--- src/source/vid_config.svh ---
`ifndef VID_CONFIG_SVH
`define VID_CONFIG_SVH

// Visible screen size.
`define VID_LINE_PIXELS    160
`define VID_VISIBLE_LINES  144

// Line timing in dots.
`define VID_TOTAL_LINES    154
`define VID_LINE_CYCLES    456
`define VID_OAM_CYCLES     80

// Memory sizes in bytes.
`define VID_VRAM_DEPTH     8192
`define VID_OAM_DEPTH      160

`endif

--- src/source/vid_pkg.sv ---
`default_nettype none

package vid_pkg;

	// One host or register access.
	typedef struct packed {
		logic [15:0] adr;
		logic [7:0]  wdata;
		logic        rd;
		logic        wr;
	} bus_req_t;

	// One access on a memory port.
	typedef struct packed {
		logic [12:0] adr;
		logic [7:0]  wdata;
		logic        rd;
		logic        wr;
	} mem_req_t;

	typedef struct packed {
		logic [1:0] shade;
		logic [7:0] x;
		logic [7:0] y;
	} pixel_t;

	typedef enum logic [2:0] {
		region_none,
		region_vram,
		region_oam,
		region_ppu_reg
	} vid_region_e;

	// Encoded as the STAT mode bits.
	typedef enum logic [1:0] {
		mode_hblank   = 2'd0,
		mode_vblank   = 2'd1,
		mode_oam_scan = 2'd2,
		mode_transfer = 2'd3
	} ppu_mode_e;

endpackage

`default_nettype wire

--- src/source/vid_ppu.sv ---
`timescale 1ns/10ps
`default_nettype none

`include "vid_config.svh"

module vid_ppu (
	input  wire                    gbclk,
	input  wire                    rst_n,
	input  wire vid_pkg::bus_req_t reg_req,
	output logic [7:0]             reg_rdata,
	output vid_pkg::ppu_mode_e     mode,
	output vid_pkg::mem_req_t      vram_req,
	input  wire [7:0]              vram_rdata,
	output vid_pkg::pixel_t        pix,
	output logic                   pix_valid,
	input  wire                    pix_ready,
	output logic                   irq_vblank,
	output logic                   irq_stat
);

	import vid_pkg::*;

	localparam logic [9:0] LAST_DOT     = 10'(`VID_LINE_CYCLES - 1);
	localparam logic [9:0] OAM_LAST     = 10'(`VID_OAM_CYCLES - 1);
	localparam logic [7:0] LAST_LINE    = 8'(`VID_TOTAL_LINES - 1);
	localparam logic [7:0] FIRST_VBLANK = 8'(`VID_VISIBLE_LINES);
	localparam logic [7:0] LINE_PIXELS  = 8'(`VID_LINE_PIXELS);
	localparam logic [7:0] LAST_X       = 8'(`VID_LINE_PIXELS - 1);

	typedef enum logic [2:0] {
		fetch_idle,
		fetch_map,
		fetch_lo,
		fetch_hi,
		fetch_wait,
		fetch_full
	} fetch_state_e;

	logic [7:0]   lcdc;
	logic [3:0]   stat_ie;
	logic [7:0]   scy;
	logic [7:0]   scx;
	logic [7:0]   lyc;
	logic [7:0]   bgp;
	logic [7:0]   ly;
	logic [7:0]   ly_next;
	logic [9:0]   dot;
	logic         disp_q;
	logic         line_end;
	logic         line_done;
	logic         xfer_start;
	fetch_state_e fstate;
	logic [4:0]   fetch_col;
	logic [4:0]   map_col;
	logic [7:0]   bg_y;
	logic [12:0]  tile_adr;
	logic [7:0]   fetch_lo_q;
	logic [7:0]   fetch_hi_q;
	logic [7:0]   sh_lo;
	logic [7:0]   sh_hi;
	logic [3:0]   sh_cnt;
	logic [2:0]   skip;
	logic [7:0]   out_x;
	logic         out_free;
	logic         sh_shift;
	logic         sh_emit;
	logic         sh_load;

	always_ff @(posedge gbclk or negedge rst_n) begin
		if (!rst_n) begin
			lcdc    <= 8'h00;
			stat_ie <= 4'h0;
			scy     <= 8'h00;
			scx     <= 8'h00;
			lyc     <= 8'h00;
			bgp     <= 8'hfc;
		end else if (reg_req.wr) begin
			case (reg_req.adr[3:0])
				4'h0: lcdc    <= reg_req.wdata;
				4'h1: stat_ie <= reg_req.wdata[6:3];
				4'h2: scy     <= reg_req.wdata;
				4'h3: scx     <= reg_req.wdata;
				4'h5: lyc     <= reg_req.wdata;
				4'h7: bgp     <= reg_req.wdata;
				default: ; // LY is read only.
			endcase
		end
	end

	always_ff @(posedge gbclk) begin
		if (reg_req.rd) begin
			case (reg_req.adr[3:0])
				4'h0:    reg_rdata <= lcdc;
				4'h1:    reg_rdata <= {1'b1, stat_ie, (ly == lyc), mode};
				4'h2:    reg_rdata <= scy;
				4'h3:    reg_rdata <= scx;
				4'h4:    reg_rdata <= ly;
				4'h5:    reg_rdata <= lyc;
				4'h7:    reg_rdata <= bgp;
				default: reg_rdata <= 8'hff;
			endcase
		end
	end

	assign line_end   = ((mode == mode_hblank) && (dot >= LAST_DOT)) ||
	                    ((mode == mode_vblank) && (dot == LAST_DOT));
	assign ly_next    = (ly == LAST_LINE) ? 8'd0 : ly + 8'd1;
	assign xfer_start = lcdc[7] && disp_q && (mode == mode_oam_scan) && (dot == OAM_LAST);
	assign line_done  = pix_valid && pix_ready && (pix.x == LAST_X);

	always_ff @(posedge gbclk or negedge rst_n) begin
		if (!rst_n) begin
			disp_q     <= 1'b0;
			mode       <= mode_hblank;
			dot        <= '0;
			ly         <= '0;
			irq_vblank <= 1'b0;
			irq_stat   <= 1'b0;
		end else begin
			disp_q     <= lcdc[7];
			irq_vblank <= 1'b0;
			irq_stat   <= 1'b0;
			if (!lcdc[7]) begin
				mode <= mode_hblank;
				dot  <= '0;
				ly   <= '0;
			end else if (!disp_q) begin
				mode <= mode_oam_scan; // First line after enable.
				dot  <= '0;
			end else if (line_end) begin
				dot      <= '0;
				ly       <= ly_next;
				irq_stat <= stat_ie[3] && (ly_next == lyc);
				if (ly_next == FIRST_VBLANK) begin
					mode       <= mode_vblank;
					irq_vblank <= 1'b1;
				end else if (ly_next < FIRST_VBLANK) begin
					mode <= mode_oam_scan;
				end
			end else begin
				if (dot != '1) begin
					dot <= dot + 10'd1; // Saturates on a long transfer.
				end
				if (xfer_start) begin
					mode <= mode_transfer;
				end else if (line_done) begin
					mode <= mode_hblank;
				end
			end
		end
	end

	assign bg_y    = ly + scy;
	assign map_col = fetch_col + scx[7:3];

	always_comb begin
		vram_req = '0;
		case (fstate)
			fetch_map: begin
				vram_req.adr = {2'b11, lcdc[3], bg_y[7:3], map_col};
				vram_req.rd  = 1'b1;
			end
			fetch_lo: begin
				vram_req.adr = {1'b0, vram_rdata, bg_y[2:0], 1'b0}; // Map byte is on rdata.
				vram_req.rd  = 1'b1;
			end
			fetch_hi: begin
				vram_req.adr = tile_adr | 13'd1;
				vram_req.rd  = 1'b1;
			end
			default: ;
		endcase
	end

	assign out_free = !pix_valid || pix_ready;
	assign sh_shift = (sh_cnt != 4'd0) && ((skip != 3'd0) || (out_free && (out_x != LINE_PIXELS)));
	assign sh_emit  = sh_shift && (skip == 3'd0);
	assign sh_load  = (fstate == fetch_full) &&
	                  ((sh_cnt == 4'd0) || ((sh_cnt == 4'd1) && sh_shift));

	always_ff @(posedge gbclk or negedge rst_n) begin
		if (!rst_n) begin
			fstate    <= fetch_idle;
			fetch_col <= '0;
			sh_cnt    <= '0;
			skip      <= '0;
			out_x     <= '0;
			pix_valid <= 1'b0;
		end else if (xfer_start) begin
			fstate    <= fetch_map;
			fetch_col <= '0;
			sh_cnt    <= '0;
			skip      <= scx[2:0]; // Fine scroll drops the first pixels.
			out_x     <= '0;
			pix_valid <= 1'b0;
		end else if (mode != mode_transfer) begin
			fstate    <= fetch_idle;
			sh_cnt    <= '0;
			pix_valid <= 1'b0;
		end else begin
			case (fstate)
				fetch_map: begin
					fetch_col <= fetch_col + 5'd1;
					fstate    <= fetch_lo;
				end
				fetch_lo:   fstate <= fetch_hi;
				fetch_hi:   fstate <= fetch_wait;
				fetch_wait: fstate <= fetch_full;
				fetch_full: begin
					if (sh_load) begin
						fstate <= fetch_map;
					end
				end
				default: fstate <= fetch_idle;
			endcase
			if (sh_load) begin
				sh_cnt <= 4'd8;
			end else if (sh_shift) begin
				sh_cnt <= sh_cnt - 4'd1;
			end
			if (sh_shift && (skip != 3'd0)) begin
				skip <= skip - 3'd1;
			end
			if (sh_emit) begin
				pix_valid <= 1'b1;
				out_x     <= out_x + 8'd1;
			end else if (out_free) begin
				pix_valid <= 1'b0;
			end
		end
	end

	always_ff @(posedge gbclk) begin
		if (fstate == fetch_lo) begin
			tile_adr <= {1'b0, vram_rdata, bg_y[2:0], 1'b0};
		end
		if (fstate == fetch_hi) begin
			fetch_lo_q <= vram_rdata;
		end
		if (fstate == fetch_wait) begin
			fetch_hi_q <= vram_rdata;
		end
		if (sh_load) begin
			sh_lo <= fetch_lo_q;
			sh_hi <= fetch_hi_q;
		end else if (sh_shift) begin
			sh_lo <= {sh_lo[6:0], 1'b0};
			sh_hi <= {sh_hi[6:0], 1'b0};
		end
		if (sh_emit) begin
			pix.shade <= bgp[{sh_hi[7], sh_lo[7], 1'b0} +: 2]; // BGP field of the colour.
			pix.x     <= out_x;
			pix.y     <= ly;
		end
	end

	a_pix_hold: assert property (@(posedge gbclk) disable iff (!rst_n || !lcdc[7])
		(pix_valid && !pix_ready) |=> (pix_valid && $stable(pix)));

	a_no_vblank_xfer: assert property (@(posedge gbclk) disable iff (!rst_n)
		(ly >= FIRST_VBLANK) |-> (mode != mode_transfer));

endmodule

`default_nettype wire

--- config.mk ---
export PLATFORM = sky130hd
export DESIGN_NAME = vid_ppu
export DESIGN_NICKNAME = d
export VERILOG_FILES = /design/src/source/vid_pkg.sv /design/src/source/vid_ppu.sv
export VERILOG_INCLUDE_DIRS = /design/src /design/src/source
export SDC_FILE = /design/constraint.sdc
export NUM_CORES = 1
export LEC_CHECK = 0
export BUFFER_PORTS_ARGS = -buffer_cell sky130_fd_sc_hd__buf_2
export CORE_UTILIZATION = 40
export DETAILED_ROUTE_END_ITERATION = 16
export HOLD_SLACK_MARGIN = 0.05
export PLACE_DENSITY_LB_ADDON = 0.08
export REMOVE_ABC_BUFFERS = 1
export SYNTH_ARGS = -nofsm -noshare
export SYNTH_HDL_FRONTEND = slang
export SYNTH_SLANG_ARGS = --single-unit
--- constraint.sdc ---
create_clock -name gbclk -period 2.5 [get_ports gbclk]
set_input_delay 0.375 -clock gbclk [delete_from_list [all_inputs] [get_ports gbclk]]
set_output_delay 0.375 -clock gbclk [all_outputs]
set_load 0.03 [all_outputs]
Yosys cells after proc, flatten, opt, wreduce, memory -nomap -nowiden
Cells that the tools add are included.
{"block": "word_totals", "out_inout_bits": 54, "ff_bits": 160, "input_bits": 37, "word_cells": 162}
{"block": "classes", "mux": 50, "eq_ne": 31, "shift": 1, "reduce_logical": 43, "order_cmp": 2, "n_addsub": 8}
{"operator": "2-to-1 mux 8 bit", "count": 11}
{"operator": "case mux 8 bit (7 select lines)", "count": 1}
{"operator": "2-to-1 mux 10 bit", "count": 4}
{"operator": "case mux 13 bit (3 select lines)", "count": 1}
{"operator": "== test 8 bit, second input constant", "count": 3}
{"operator": "AND reduction 2 bit", "count": 11}
{"operator": "2-to-1 mux 3 bit", "count": 6}
{"operator": "adder 8 x 1 -> 8 bit, second input constant", "count": 2}
{"operator": "== test 8 bit", "count": 2}
{"operator": "2-to-1 mux 4 bit", "count": 4}
{"operator": "2-to-1 mux 5 bit", "count": 3}
{"operator": "case mux 3 bit (5 select lines)", "count": 1}
{"operator": "logical AND 1 bit", "count": 14}
{"operator": "2-to-1 mux 2 bit", "count": 7}
{"operator": "== test 4 x 3 -> 1 bit, second input constant", "count": 3}
{"operator": "2-to-1 mux 1 bit", "count": 12}
{"operator": "nonzero test 4 bit", "count": 3}
{"operator": "adder 10 x 1 -> 10 bit, second input constant", "count": 1}
{"operator": "== test 10 x 7 -> 1 bit, second input constant", "count": 1}
{"operator": "== test 10 x 9 -> 1 bit, second input constant", "count": 1}
{"operator": "greater-or-equal comparator 10 x 9 -> 1 bit, second input constant", "count": 1}
{"operator": "inequality test 10 bit, second input constant", "count": 1}
{"operator": "adder 8 bit", "count": 1}
{"operator": "== test 4 x 1 -> 1 bit, second input constant", "count": 2}
{"operator": "other kinds (27)", "count": 39}

Logic depth before layout (Yosys ltp)
{"block": "logic_depth", "word_depth": 12, "depth_mapped": 8, "mapped_depth_nobuf": 8}

Worst setup path after synthesis
No wires, ideal clock.
{"block": "synth_path", "path_type": "flip-flop to output port", "start": "register fstate[2]", "end": "output vram_req[11] in the netlist's numbering", "t_required_ns": 2.125, "stages_incl_launch_ff": 7, "n_path_buf": 2, "setup_slack_ns": -0.242, "t_arrival_ns": 2.367, "cell_sequence": "dfrtp_1 clkbuf_1 or3b_2 clkbuf_1 inv_1 nor2_1 nor3_1"}
{"item": "start, declared", "line_no": "vid_ppu.sv:52", "source": "fetch_state_e fstate;"}
{"item": "start signal, assigned", "line_no": "vid_ppu.sv:183", "source": "fstate <= fetch_idle;"}
{"item": "start signal, assigned", "line_no": "vid_ppu.sv:190", "source": "fstate <= fetch_map;"}
{"item": "start signal, assigned", "line_no": "vid_ppu.sv:197", "source": "fstate <= fetch_idle;"}
{"item": "end, declared", "line_no": "vid_ppu.sv:12", "source": "output vid_pkg::mem_req_t vram_req,"}

==> flow_summary_export.csv <==
group,metric,value,unit
power,p_int,4670,µW
yosys,yosysWarnings,0,
critical_path,crit_arrival,2.46,ns
critical_path,ff2ff_setup_slack,0.21,ns
sta,final-setup-viol-count,7,
yosys,yosysUniqueCellTypes,73,
power,power_density,656,mW/mm²
power,clkPwrFrac,0.396,
floorplanning,rows,52,
yosys,syn_area,0.00834,mm²
sta,hold_slack,0.161,ns
finish,drive_gt1_frac,0.303,
critical_path,endpoint_kind,"output pin",
power,total_power,6510,µW
route,viasPerCell,5.52,
worst_hold_path,hp-start,"vram_rdata[0]",
critical_path,path_class,"flip-flop to output pin",
global_route,first_global_vias,5988,
sta,finalHoldViolations,0,
critical_path,cp-start-kind,"flip-flop",
global_route,use_met3,0.0491,
clock_tree,worstSkewPairLatency,0.43,ns
finish,area_growth,19.1,%
power,pwr-share-comb,0.117,
critical_path,r2r_cells,5,
sta,rsz0062_at_grt,"yes",
sta,tightestPinTransition,0.656,ns
global_route,grt_max_degree,63,
global_route,grt_pass1_wl,33.1,mm
sta,maxSlewHeadroom,0.558,
yosys,synth_top_area_frac,0.255,
yosys,ys.flop_type,"dfrtp_1",
critical_path,r2r_start,"dot[4]",
critical_path,slowest_stage,"or4_1",
floorplanning,fp.coreArea,0.0204,mm²
clock_tree,h-tree-depth,4,
clock_tree,clk_path_buf_depth,2,
sta,finClkSkew,0.0149,ns
route,wl_per_cell,18.7,µm
critical_path,slowest_delay,0.50,ns
global_route,grt_use_met1,0.279,
worst_hold_path,holdPathStages,1,
sta,slew_viol_final,0,
clock_tree,cts_tree,"built",
global_route,antenna_found_initial,2,
floorplanning,ios,91,
critical_path,cp_cell_sequence,"ha_1 > a21o_1 > a211o_1 > a2111oi_4 > buf_4 > or4_1 > o211ai_1 > buf_4",
critical_path,cp.required,2.12,ns
power,ir_worst_vdd,0.000449,V
clock_tree,cts_root_buffer,"clkbuf_16",
flow_run,drv_cap,0,
critical_path,critical_path_buf_inv_count,2,
sta,min_period,2.83,ns
global_route,grt_use_total,0.201,
critical_path,crit_fanout,2,
run_status,status,"complete, but fails checks",
sta,finalWorstSetupSlack,-0.334,ns
floorplanning,initial_core_util,0.409,
yosys,synth_edf_count,69,
floorplanning,die_w,146,µm
critical_path,r2r-end,"ly[3]",
route,firstDrtPassIters,5,
place,io_buffer_count,69,
critical_path,cp_common_cell,"buf_4",
yosys,synth.avg_cell_area,11.6,µm²
run_status,violations,"setup timing",
yosys,ys_ff_latch,160,
yosys,synth_area_leaders,"dfrtp_1, edfxtp_1, mux2_2",
sta,clock.fmax,353,MHz
route,dr_total_vias,6084,
yosys,synth.top_cells.by_count,"dfrtp_1, edfxtp_1, mux2_2, nand2_1, nor2_1",
route,drc_errors,0,
clock_tree,path_clk_slew,0.08,ns
power,switching_power,1850,µW
power,p_sw_frac,0.284,
global_route,use_met2,0.316,
sta,fin_crit_sh,1.13,
global_route,top_usage_layer,"met2",
yosys,async_flop_share,0.569,
route,drt_iter0_drc,373,
yosys,yosysMostFrequentCell,"dfrtp_1",
worst_hold_path,hold_end,"tile_adr[4]",
floorplanning,die-area,0.0214,mm²
global_route,overflow,0,
place,gp_congestion,0.837,
route,wl,20.6,mm
yosys,yosysTopAreaCell,"dfrtp_1",
critical_path,setup.worst_path.start,"scy[1]",
clock_tree,cts_buffers,17,
power,p_leak,0.00411,µW
floorplanning,die_h,146,µm
place,dpl.hpwl,14.8,mm
finish,nets,881,
critical_path,cpLargestDelayFamily,"compound AO/OA/AOI/OAI gates",
power,power_frac_seq,0.487,
worst_hold_path,hp-class,"input port to flip-flop",
route,final_antenna_net_count,0,
clock_tree,cts.sinks,160,
yosys,seq_area_frac_synth,0.523,
yosys,synth_cells,720,
[cell type report]
cell class / count / area [µm²]
inverter: 27 / 105
timing repair buffer: 113 / 743
tap: 270 / 338
multi-input combinational: 500 / 3800
clock inverter: 15 / 163
antenna: 1 / 2.50
clock buffer: 17 / 425
sequential: 160 / 4360
fill: 1872 / 10400
[cells in the final DEF, fill, tap and decap left out, types with 6 or more instances in the layout]
cell	instances
a211o_1	7
conb_1	9
nand3_1	19
mux2i_1	11
and2_1	6
ha_1	20
inv_1	24
nor2b_1	11
nand2_1	49
buf_4	47
clkbuf_16	17
nand4_1	11
mux2_2	59
edfxtp_1	69
nand3b_1	10
xor2_1	20
buf_2	59
nor3b_1	7
dfrtp_1	84
nand2b_1	10
and3_1	7
nor2_1	45
o211ai_1	9
dfstp_2	6
or3_1	6
a211oi_1	7
a22oi_1	7
xnor2_1	16
nor3_1	19
inv_8	7
o21ai_0	20
a21oi_1	19
[metrics by stage]
step	area [µm²]	TNS [ns]	util	std cells	worst slack, ns
after floorplan	8160	-3.83	-	687	-0.544
after global placement	9140	-0.0544	0.449	1061	-0.0544
after detailed placement	9140	-0.0679	0.449	1061	-0.0679
after CTS	9850	-1.38	0.484	1098	-0.404
after global routing	9930	-1.87	0.488	1102	-0.437
final	9930	-1.13	0.488	1103	-0.334
[worst max-delay path by stage]
| stage | to | slack, ns | depth (start not counted) |
|---|---|---|---|
| 6_report | vram_req[19] | -0.33 | 8 |
| 5_1_grt | vram_req[19] | -0.44 | 8 |
| 4_1_cts | vram_req[19] | -0.40 | 8 |
| 3_5_place_dp | vram_req[19] | -0.07 | 8 |
| 3_3_place_gp | vram_req[19] | -0.05 | 8 |
| 2_1_floorplan | vram_req[19] | -0.54 | 4 |
[registers in the layout, indices dropped and copies added (netlist names), 5 cells and up]
name	flops
pix	18
tile_adr	11
dot	10
bgp	8
fetch_hi_q	8
fetch_lo_q	8
lcdc	8
ly	8
lyc	8
out_x	8
reg_rdata	8
scx	8
scy	8
sh_hi	8
sh_lo	8
fetch_col	5
[repair_timing]
item	4_1_cts	5_1_grt
setup buffers	4	6
hold buffers	1	0
hold endpoints to repair	29	0
cloned	0	0
pin swaps	6	11
endpoints found under the setup margin	9	10
gates resized for setup	31	10
[power groups by stage]
stage	registers, µW	logic (µW)	clock network, µW
floorplan	3160	471	0
global placement	3210	725	0
detailed placement	3220	742	0
CTS	3170	770	2650
global route	3200	836	2730
finish	3170	763	2580
[per-layer routing]
metal  part of all wire  wire, µm  vias up
li1                   -         -     2844
met1               0.47      9670     3051
met2               0.47      9670      171
met3              0.052      1080       16
met4              0.010       214        2
met5            0.00044         9        -
[worst register-to-register path, stage by stage (launching register included)]
cell	delay, ns
dfrtp_1	0.44
nor4_1	0.45
a2111oi_4	0.19
a21boi_0	0.59
a31oi_1	0.09
o21ai_0	0.40
[logic make-up (layout without fill, tap and decap cells)]
family,after synthesis,in the layout,synth area share
compound gates,125,125,0.110
flops,160,160,0.523
fa+ha+maj,25,25,0.0393
simple gates,230,230,0.147
xor+xnor,36,36,0.0378
other cells,1,10,0.000450
buf+inv,68,172,0.0369
mux,75,75,0.106
No activity file was read; power rests on OpenSTA's default activity.
