## src/source/vid_config.svh

```systemverilog
`ifndef VID_CONFIG_SVH
`define VID_CONFIG_SVH

// Visible screen size.
`define VID_LINE_PIXELS    160
`define VID_VISIBLE_LINES  144

// Line timing in dots.
`define VID_TOTAL_LINES    154
`define VID_LINE_CYCLES    456
`define VID_OAM_CYCLES     80

// Memory sizes in bytes.
`define VID_VRAM_DEPTH     8192
`define VID_OAM_DEPTH      160

`endif

```

## src/source/vid_pkg.sv

```systemverilog
`default_nettype none

package vid_pkg;

	// One host or register access.
	typedef struct packed {
		logic [15:0] adr;
		logic [7:0]  wdata;
		logic        rd;
		logic        wr;
	} bus_req_t;

	// One access on a memory port.
	typedef struct packed {
		logic [12:0] adr;
		logic [7:0]  wdata;
		logic        rd;
		logic        wr;
	} mem_req_t;

	typedef struct packed {
		logic [1:0] shade;
		logic [7:0] x;
		logic [7:0] y;
	} pixel_t;

	typedef enum logic [2:0] {
		region_none,
		region_vram,
		region_oam,
		region_ppu_reg
	} vid_region_e;

	// Encoded as the STAT mode bits.
	typedef enum logic [1:0] {
		mode_hblank   = 2'd0,
		mode_vblank   = 2'd1,
		mode_oam_scan = 2'd2,
		mode_transfer = 2'd3
	} ppu_mode_e;

endpackage

`default_nettype wire

```

## src/source/vid_memmap.sv

```systemverilog
`timescale 1ns/10ps
`default_nettype none

module vid_memmap (
	input  wire [15:0]          adr,
	output vid_pkg::vid_region_e region
);

	import vid_pkg::*;

	always_comb begin
		region = region_none;
		if (adr[15:13] == 3'b100) begin
			region = region_vram; // 8000 to 9FFF.
		end else if ((adr[15:8] == 8'hfe) && (adr[7:0] < 8'ha0)) begin
			region = region_oam;
		end else if (adr[15:4] == 12'hff4) begin
			region = region_ppu_reg;
		end
	end

endmodule

`default_nettype wire

```

## src/source/vid_bus_arbiter.sv

```systemverilog
`timescale 1ns/10ps
`default_nettype none

module vid_bus_arbiter (
	input  wire                    gbclk,
	input  wire                    rst_n,
	input  wire vid_pkg::bus_req_t host_req,
	output logic [7:0]             host_rdata,
	output logic                   host_rvalid,
	input  wire vid_pkg::ppu_mode_e mode,
	input  wire vid_pkg::mem_req_t ppu_vram_req,
	output vid_pkg::mem_req_t      vram_req,
	input  wire [7:0]              vram_rdata,
	output vid_pkg::mem_req_t      oam_req,
	input  wire [7:0]              oam_rdata,
	output vid_pkg::bus_req_t      reg_req,
	input  wire [7:0]              reg_rdata
);

	import vid_pkg::*;

	vid_region_e region;
	vid_region_e rd_src;
	logic        vram_lock;
	logic        oam_lock;
	logic        host_vram;
	logic        host_oam;
	logic        locked;

	vid_memmap map0 (
		.adr   (host_req.adr),
		.region(region)
	);

	assign vram_lock = (mode == mode_transfer);
	assign oam_lock  = (mode == mode_transfer) || (mode == mode_oam_scan);
	assign host_vram = (region == region_vram) && !vram_lock;
	assign host_oam  = (region == region_oam) && !oam_lock;
	assign locked    = ((region == region_vram) && vram_lock) ||
	                   ((region == region_oam) && oam_lock);

	always_comb begin
		vram_req = '0;
		if (vram_lock) begin
			vram_req = ppu_vram_req;
		end else if (host_vram) begin
			vram_req.adr   = host_req.adr[12:0];
			vram_req.wdata = host_req.wdata;
			vram_req.rd    = host_req.rd;
			vram_req.wr    = host_req.wr;
		end
	end

	always_comb begin
		oam_req = '0;
		if (host_oam) begin
			oam_req.adr   = {5'd0, host_req.adr[7:0]};
			oam_req.wdata = host_req.wdata;
			oam_req.rd    = host_req.rd;
			oam_req.wr    = host_req.wr;
		end
	end

	assign reg_req = (region == region_ppu_reg) ? host_req : '0;

	// Locked reads return FF like unmapped ones.
	always_ff @(posedge gbclk or negedge rst_n) begin
		if (!rst_n) begin
			host_rvalid <= 1'b0;
			rd_src      <= region_none;
		end else begin
			host_rvalid <= host_req.rd;
			if (host_req.rd) begin
				rd_src <= locked ? region_none : region;
			end
		end
	end

	always_comb begin
		case (rd_src)
			region_vram:    host_rdata = vram_rdata;
			region_oam:     host_rdata = oam_rdata;
			region_ppu_reg: host_rdata = reg_rdata;
			default:        host_rdata = 8'hff;
		endcase
	end

	// The PPU never writes, so a locked port sees no write at all.
	a_vram_lock: assert property (@(posedge gbclk) disable iff (!rst_n)
		vram_lock |-> !vram_req.wr);

endmodule

`default_nettype wire

```

## config.mk

```make
export PLATFORM = sky130hd
export DESIGN_NAME = vid_bus_arbiter
export DESIGN_NICKNAME = d
export VERILOG_FILES = /design/src/source/vid_config.svh /design/src/source/vid_pkg.sv /design/src/source/vid_memmap.sv /design/src/source/vid_bus_arbiter.sv
export SDC_FILE = /design/constraint.sdc
export NUM_CORES = 1
export LEC_CHECK = 0
export BUFFER_PORTS_ARGS = -buffer_cell sky130_fd_sc_hd__buf_2
export CAP_MARGIN = 20
export CORE_ASPECT_RATIO = 0.7
export CORE_MARGIN = 2
export CORE_UTILIZATION = 29
export DETAILED_ROUTE_END_ITERATION = 10
export PLACE_DENSITY = 0.77
export SYNTH_ARGS = -nofsm -noshare
export SYNTH_HDL_FRONTEND = slang
export SYNTH_SLANG_ARGS = --single-unit
```

## constraint.sdc

```tcl
create_clock -name gbclk -period 1.47 [get_ports gbclk]
set_input_delay 0.147 -clock gbclk [delete_from_list [all_inputs] [get_ports gbclk]]
set_output_delay 0.147 -clock gbclk [all_outputs]
set_load 0.01 [all_outputs]
```

Yosys cells after proc, flatten, opt, wreduce, memory -nomap -nowiden
Cells that the tools add are included.
Widths: inputs -> output; s select.
- order comparisons: 1
- eq/ne operators: 11
- muxes and demuxes: 9
- reductions and logical operators: 9
- operators by type and width (kind ; number):
    $mux 23 ; 2
    $mux 26 ; 1
    $pmux 8 s3 ; 1
    $mux 18 ; 1
    $eq 12x12->1 const B ; 1
    $eq 3x2->1 const B ; 4
    $mux 3 ; 3
    $eq 8x8->1 const B ; 1
    $lt 8x8->1 const B ; 1
    $eq 3x1->1 const B ; 2
    $logic_and 1x1->1 ; 5
    $eq 2x2->1 const B ; 2
    $eq 3x3->1 const B ; 1
    $logic_not 1->1 ; 2
    $logic_or 1x1->1 ; 2
    $mux 2 ; 1
- flip-flop bits (word level): 4
- bits of input ports: 77
- logic and storage cells: 32

Logic depth before layout (Yosys ltp)
Gate-level depths: netlist (run 1).
- depth after elaboration: 8
- depth in mapped cells: 6
- gate-level depth less buffers: 4

By module
From an unflattened synthesis (run 1), not the netlist that was laid out.
- cell total of the unflattened synthesis: 164
- area, all modules: 1300.0 µm²
- by module, submodules not included (module ; instances ; cells an instance ; area an instance (µm²) ; sequential area each (µm²)):
    vid_bus_arbiter ; 1 ; 151 ; 1211.2 ; 100.1
    vid_memmap ; 1 ; 13 ; 88.8 ; 0.0

Least setup slack after synthesis (run 1)
Ideal clock, no wire load.
- path type: reg-to-output
- from: register rd_src[0]
- to: output host_rdata[0]
- data arrival time: 1.172 ns
- setup slack: 0.151 ns
- stages on the path, launching flop included: 6
- path through: dfrtp_1 clkbuf_1 nand2b_1 clkbuf_1 nor2_1 a21oi_1
- word-level cells in the longest chain between the ends: 2
- elaborated cells on any way between the ends: 4
- RTL lines (item ; RTL line ; RTL):
    start, declared ; vid_bus_arbiter.sv:23 ; vid_region_e rd_src;
    start signal, assigned ; vid_bus_arbiter.sv:70 ; rd_src <= region_none;
    start signal, assigned ; vid_bus_arbiter.sv:74 ; rd_src <= locked ? region_none : region;
    $eq 3x2->1 / $eq 3x1->1 (equally long branches) ; vid_bus_arbiter.sv:80 ; case (rd_src)
    $pmux 8 s3 (*) ; vid_bus_arbiter.sv:80 ;
    end, declared ; vid_bus_arbiter.sv:8 ; output logic [7:0] host_rdata,
Mark *: on every way between the ends. The rest lies on a longest branch, timed or not.

==> results of run 1 <==
power breakdown:
part / leakage [uW] / internal (uW) / total [uW] / switching (uW)
clock: 0.0000228 / 185 / 240 / 55.2
combinational: 0.00120 / 177 / 356 / 179
sequential: 0.0000362 / 87.1 / 88.4 / 1.35
repair_timing:
| action | in CTS | in global routing |
|---|---|---|
| endpoints found under the hold margin | 3 | 0 |
| hold buffers | 1 | 0 |
| setup endpoints to repair | 31 | 40 |
| cloned | 0 | 1 |
| buffers inserted | 0 | 3 |
| pin swaps | 2 | 2 |
| resized for setup | 2 | 16 |
metrics by stage:
stage          std cells  power [uW]
5_1_grt              385         738
6_report             385         685
3_5_place_dp         376         436
2_1_floorplan        185         235
3_3_place_gp         376         429
4_1_cts              381         685
critical path, delay by kind of cell:
family	cells	cell delay (ps)
simple gates	4	620
buf+inv	4	540
synthesized netlist by cell type:
| cell type | instances | area [um^2] |
|---|---|---|
| and4_1 | 1 | 8.76 |
| nand3_2 | 1 | 10.0 |
| or3_1 | 1 | 6.26 |
| mux2_2 | 1 | 11.3 |
| nor2_2 | 1 | 6.26 |
| nor3b_1 | 2 | 15.0 |
| buf_6 | 1 | 11.3 |
| and2_1 | 33 | 206 |
| buf_4 | 8 | 60.1 |
| mux2i_1 | 8 | 80.1 |
| nand2b_1 | 2 | 12.5 |
| conb_1 | 1 | 3.75 |
| o21a_1 | 1 | 7.51 |
| a21oi_1 | 9 | 45.0 |
| nor2_1 | 16 | 60.1 |
| buf_2 | 5 | 25.0 |
| o221a_2 | 1 | 11.3 |
| nand4_1 | 1 | 6.26 |
| nor3_1 | 1 | 5.00 |
| clkbuf_1 | 7 | 26.3 |
| dfrtp_1 | 3 | 75.1 |
| o2111ai_1 | 1 | 8.76 |
| nand2_1 | 48 | 180 |
| nor4b_1 | 1 | 8.76 |
| nor2_4 | 1 | 11.3 |
| nand3_1 | 23 | 115 |
cell families (layout without fill, tap and decap cells):
family	after synthesis	after routing	share of synthesized area (%)
mux	9	9	8.98
buf+inv	21	174	12.1
flops	3	3	7.38
other cells	1	8	0.369
compound gates	12	12	7.13
simple gates	132	132	64.1
metal layers:
metal  share of wire [%]  GRT usage [%]  vias up  routed length, um
li1                    -              -      885                  -
met2                  52           40.3       85               2350
met5                   0              0        -                  0
met1                  39           23.0      786               1770
met4                0.27           3.87        0                 12
met3                 8.3           4.87        2                374
registers in the layout, indices dropped and copies added, names as in the netlist:
register,flops
host_rvalid,1
rd_src,2
worst max-delay path by stage:
stage,startpoint,to,cells past startpoint
floorplan,rd_src[0],host_rdata[0],5
CTS,host_req[20],reg_req[9],7
global route,host_req[24],reg_req[12],8
detailed placement,host_req[15],oam_req[1],7
global placement,host_req[15],oam_req[1],7
finish,host_req[20],reg_req[12],8
cell type report:
| class | count | area share (%) |
|---|---|---|
| multi-input combinational | 161 | 42.4 |
| clock buffer | 4 | 2.16 |
| tap | 47 | 2.82 |
| sequential | 3 | 3.66 |
| timing repair buffer | 170 | 49.0 |
layout by cell type, fill, tap and decap left out:
cell type / Yosys / routed
o2111ai_1: 1 / 1
nor4b_1: 1 / 1
nor2_1: 16 / 16
nand4_1: 1 / 1
and4_4: 0 / 1
clkbuf_16: 0 / 1
mux2i_1: 8 / 8
buf_12: 0 / 5
o21a_1: 1 / 1
buf_6: 1 / 6
nor2_4: 1 / 2
nand2_1: 48 / 48
o221a_2: 1 / 1
conb_1: 1 / 8
nand3_1: 23 / 23
dfrtp_2: 0 / 1
clkbuf_1: 7 / 1
a21oi_1: 9 / 9
or3_4: 0 / 1
and2_4: 0 / 5
buf_4: 8 / 13
dfrtp_1: 3 / 2
nand2b_1: 2 / 1
nand2b_2: 0 / 1
nor3b_2: 0 / 1
clkbuf_8: 0 / 3
and2_1: 33 / 28
nor3b_1: 2 / 1
mux2_2: 1 / 1
dlygate4sd3_1: 0 / 1
nor3_2: 0 / 1
buf_2: 5 / 144
nand3_2: 1 / 1
==> results by group, run 1 <==
Timing
  • Fin Setup TNS: 0 ps
  • Final Hold Vio Count: 0
  • Peak Freq: 682 MHz
  • Final Slew Violations: 0
  • RSZ-0062 raised after global routing: true
  • Min Tclk post-route: 1470 ps
  • Worst clock skew: 0 ps
  • Setup WS post-layout: 4.44 ps
  • Crit share post-route: 99.7%
  • Final setup vio count: 0
  • Hold Worst Slack: 136 ps

Floorplanning
  • Die width: 74.8 um
  • Site Rows: 17
  • CORE AREA: 0.00325 mm^2
  • Die Y: 53.6 um
  • Ports: approximately 160
  • Die area: 0.00401 mm^2
  • Initial Utilization: 31.3%

Clock tree
  • CTS root buf: clkbuf_8
  • Clock Sinks: 3
  • Clock transition at path regs: roughly 30 ps
  • CTS tree: done
  • CTS max path bufs: 2
  • Number of CTS-inserted buffers: 3
  • Worst-Skew Late Latency: roughly 220 ps
  • H-tree levels: 1

GRT
  • Pin count of the biggest net entering global routing: 21
  • GRT overflow: 0
  • Initial antenna violation count: 0
  • Vias in the first global route: 1533
  • Global-route wire length before repair: 6420 um
  • Total GRT Usage: 20.6%

Worst hold path
  • Hold Crit Endpoint: host_rvalid
  • Cell count of the worst hold path: 1
  • Hold Crit Start: host_req[1]
  • Hold WC Path Type: primary input to flip-flop

Critical path
  • Crit-path slowest cell: and4_4
  • Critical Path Source Type: primary input
  • CP Data Required Time: 1320 ps
  • Reg2reg end: rd_src[0]
  • CP max FO: 7
  • Crit path cell chain: buf_2 -> and4_4 -> nand4_1 -> buf_6 -> nor2_4 -> clkbuf_16 -> and2_1 -> buf_2
  • R2r setup slk: roughly 550 ps
  • CP dominant cell by count: buf_2
  • Worst reg-to-reg path cell count: 2
  • Max stage delay on crit path: 230 ps
  • Crit. End Element: output pin
  • Crit Path Class: primary input to output pin
  • R2r startpoint: rd_src[0]
  • Crit path DAT: 1320 ps

Placed design
  • Port Buffer Count: ~150
  • Placement Setup Slack: -11.5 ps
  • DP HPWL: 3590 um
  • RD Place Congestion: 0.781
  • Placement Cell Area: roughly 0.0019 mm^2

Routing
  • DRT Pass-1 Iters: 4
  • Post-detailed-route wirelength per cell: approximately 12 um
  • DR vias: 1758
  • Final ANT Viol Nets: 0
  • WL final: around 4500 um
  • Vias per Instance: 4.57
  • Post-route DRC: 0
  • DR iter-0 viols: 37

Power and ir drop
  • Pwr per Cell Area: 329 mW/mm^2
  • Worst vdd ir: roughly 180 uV
  • Pleak: 0.00126 uW

Run
  • MaxCap Viol Count: 0

Synthesis
  • Post-Syn Area: 0.00102 mm^2
  • Synth Instances: ~180
  • Post-Syn Area per Cell: between 5 and 6 um^2
  • Synth warn: 0
  • Flops & latches, synth: 3
  • Number of distinct library cells after synthesis: 26
  • Register area share after synthesis: 7.38%

Cells and area
  • Multi-input logic area: 883 um^2
  • Final core occ: approximately 64%
  • Fill cell count: between 300 and 400
  • Share of cells above drive strength 1: 55.6%
  • Fin nets: about 420
  • Final instance area: 0.00208 mm^2
  • Area delta synth->final: 105%
  • Ant diodes: 0
  • Register Area: 76.3 um^2

Status
  • Status: completed
No activity file was read; power rests on OpenSTA's default activity.
==> inputs of run 2 (changes only) <==
--- a/config.mk
+++ b/config.mk
@@ -7,8 +7,6 @@
 export LEC_CHECK = 0
 export BUFFER_PORTS_ARGS = -buffer_cell sky130_fd_sc_hd__buf_2
 export CAP_MARGIN = 20
-export CORE_ASPECT_RATIO = 0.7
-export CORE_MARGIN = 2
 export CORE_UTILIZATION = 29
 export DETAILED_ROUTE_END_ITERATION = 10
 export PLACE_DENSITY = 0.77
==> results by group, run 2 (synthesized netlist as in run 1, its figures left out) <==
Timing
  • Final setup vio count: 0
  • Crit share post-route: 99.2%
  • Final Slew Violations: 0
  • Peak Freq: 686 MHz
  • Final Hold Vio Count: 0
  • Worst clock skew: 0 ps
  • Setup WS post-layout: 11.8 ps
  • Min Tclk post-route: roughly 1500 ps
  • RSZ-0062 raised after global routing: true
  • Fin Setup TNS: 0 ps

Worst hold path
  • Cell count of the worst hold path: 1
  • Hold Crit Start: host_req[1]
  • Hold WC Path Type: primary input to flip-flop
  • Hold Crit Endpoint: host_rvalid

Power and ir drop
  • Pwr per Cell Area: 296 mW/mm^2
  • Worst vdd ir: 128 uV
  • Pleak: 0.00123 uW

Cells and area
  • Most frequent cells in the layout: buf_2, nand2_1, and2_1, nand3_1
  • Multi-input logic area: approximately 880 um^2
  • Register Area: roughly 75 um^2
  • Fill cell count: 333
  • Final instance area: 0.00198 mm^2
  • Max reg flops: 2
  • Share of cells above drive strength 1: 54.3%
  • Fin nets: about 420
  • Ant diodes: 0
  • Most flop-heavy register: rd_src
  • Top Registers: rd_src x2, host_rvalid x1
  • Most common cell after layout, fill and taps aside: buf_2
  • Area delta synth->final: 94.3%

GRT
  • Total GRT Usage: 20.5%
  • Initial antenna violation count: 0
  • GRT overflow: 0
  • Vias in the first global route: 1395
  • Global-route wire length before repair: 5790 um
  • Pin count of the biggest net entering global routing: 24

Critical path
  • Crit path DAT: 1310 ps
  • CP Data Required Time: 1320 ps
  • Worst reg-to-reg path cell count: 2
  • Crit. End Element: output pin
  • Critical Path Source Type: primary input
  • Reg2reg end: rd_src[0]
  • Crit Path Class: primary input to output pin
  • R2r setup slk: about 540 ps
  • CP max FO: 16
  • R2r startpoint: rd_src[0]

Placed design
  • Placement Setup Slack: -34.9 ps
  • DP HPWL: 3430 um
  • RD Place Congestion: 0.853
  • Placement Cell Area: between 0.0015 and 0.002 mm^2
  • Port Buffer Count: between 100 and 150

Floorplanning
  • Initial Utilization: 30.5%
  • Die width: 61.2 um
  • CORE AREA: 0.00334 mm^2
  • Die area: roughly 0.0037 mm^2
  • Ports: 158
  • Die Y: between 60 and 70 um
  • Site Rows: 21

Clock tree
  • Clock Sinks: 3
  • CTS root buf: clkbuf_4
  • Worst-Skew Late Latency: 230 ps
  • Clock transition at path regs: 40 ps
  • CTS tree: done
  • CTS max path bufs: 2
  • Number of CTS-inserted buffers: 3
  • H-tree levels: 1

Routing
  • WL final: 4400 um
  • Final ANT Viol Nets: 0
  • Post-route DRC: 0
  • Post-detailed-route wirelength per cell: around 11 um
  • Vias per Instance: 4.64
  • DR vias: 1778
  • DRT Pass-1 Iters: 5
  • DR iter-0 viols: 31

Status
  • Status: completed

Run
  • MaxCap Viol Count: 0
run 2: cell count changes in the layout (fill, tap and decap cells not counted), moves of 2 or more:
cell      delta
and2_1       +4
and2_4       -5
buf_12       -4
buf_2        +2
buf_4        +3
clkbuf_4     +3
clkbuf_8     -3
run 2: critical path, stage by stage:
cell     delay (ps)
buf_2            80
and4_1          190
nand4_1         160
buf_4           190
nor2_4          130
buf_12          150
and2_1          130
buf_2           130
run 2: what timing repair did:
| item | CTS | global route |
|---|---|---|
| endpoints found under the hold margin | 3 | 0 |
| pin swaps | 0 | 4 |
| gates resized for setup | 1 | 12 |
| cloned | 0 | 1 |
| hold buffers | 1 | 0 |
| endpoints found under the setup margin | 17 | 56 |
| setup buffers | 0 | 1 |
run 2: routing by layer:
| layer | part of all wire, % | global-route usage (%) |
|---|---|---|
| met5 | 0 | 0 |
| met4 | 0 | 3.90 |
| met3 | 7.9 | 2.31 |
| met2 | 53 | 41.1 |
| met1 | 39 | 22.9 |
run 2: through the flow:
step | power, uW | hold WS (ps) | std cells | utilization [%]
CTS | 575 | 108 | 381 | 57.3
global placement | 415 | -57.0 | 376 | 56.0
global route | 644 | 101 | 383 | 59.2
finish | 584 | 113 | 383 | 59.2
floorplan | 235 | -149 | 185 | -
detailed placement | 419 | -52.8 | 376 | 56.0
run 2: power breakdown:
group | internal (uW) | total [uW] | leakage [uW] | switching (uW)
clock | 102 | 148 | 0.0000150 | 46.4
sequential | 86.9 | 88.1 | 0.0000379 | 1.23
combinational | 172 | 348 | 0.00118 | 176
total | 361 | 584 | 0.00123 | 223
run 2: area by class of cell:
class / count / share of cell area [%]
Timing Repair Buffer: 169 / 47.4
Multi-Input combinational cell: 161 / 44.6
Sequential cell: 3 / 3.80
Tap cell: 46 / 2.91
Clock buffer: 4 / 1.33
run 2: worst max-delay path by stage:
stage,start,end
global placement,host_req[15],oam_req[7]
detailed placement,host_req[15],oam_req[8]
floorplan,rd_src[0],host_rdata[0]
CTS,host_req[15],oam_req[8]
global route,host_req[19],oam_req[2]
finish,host_req[19],oam_req[8]
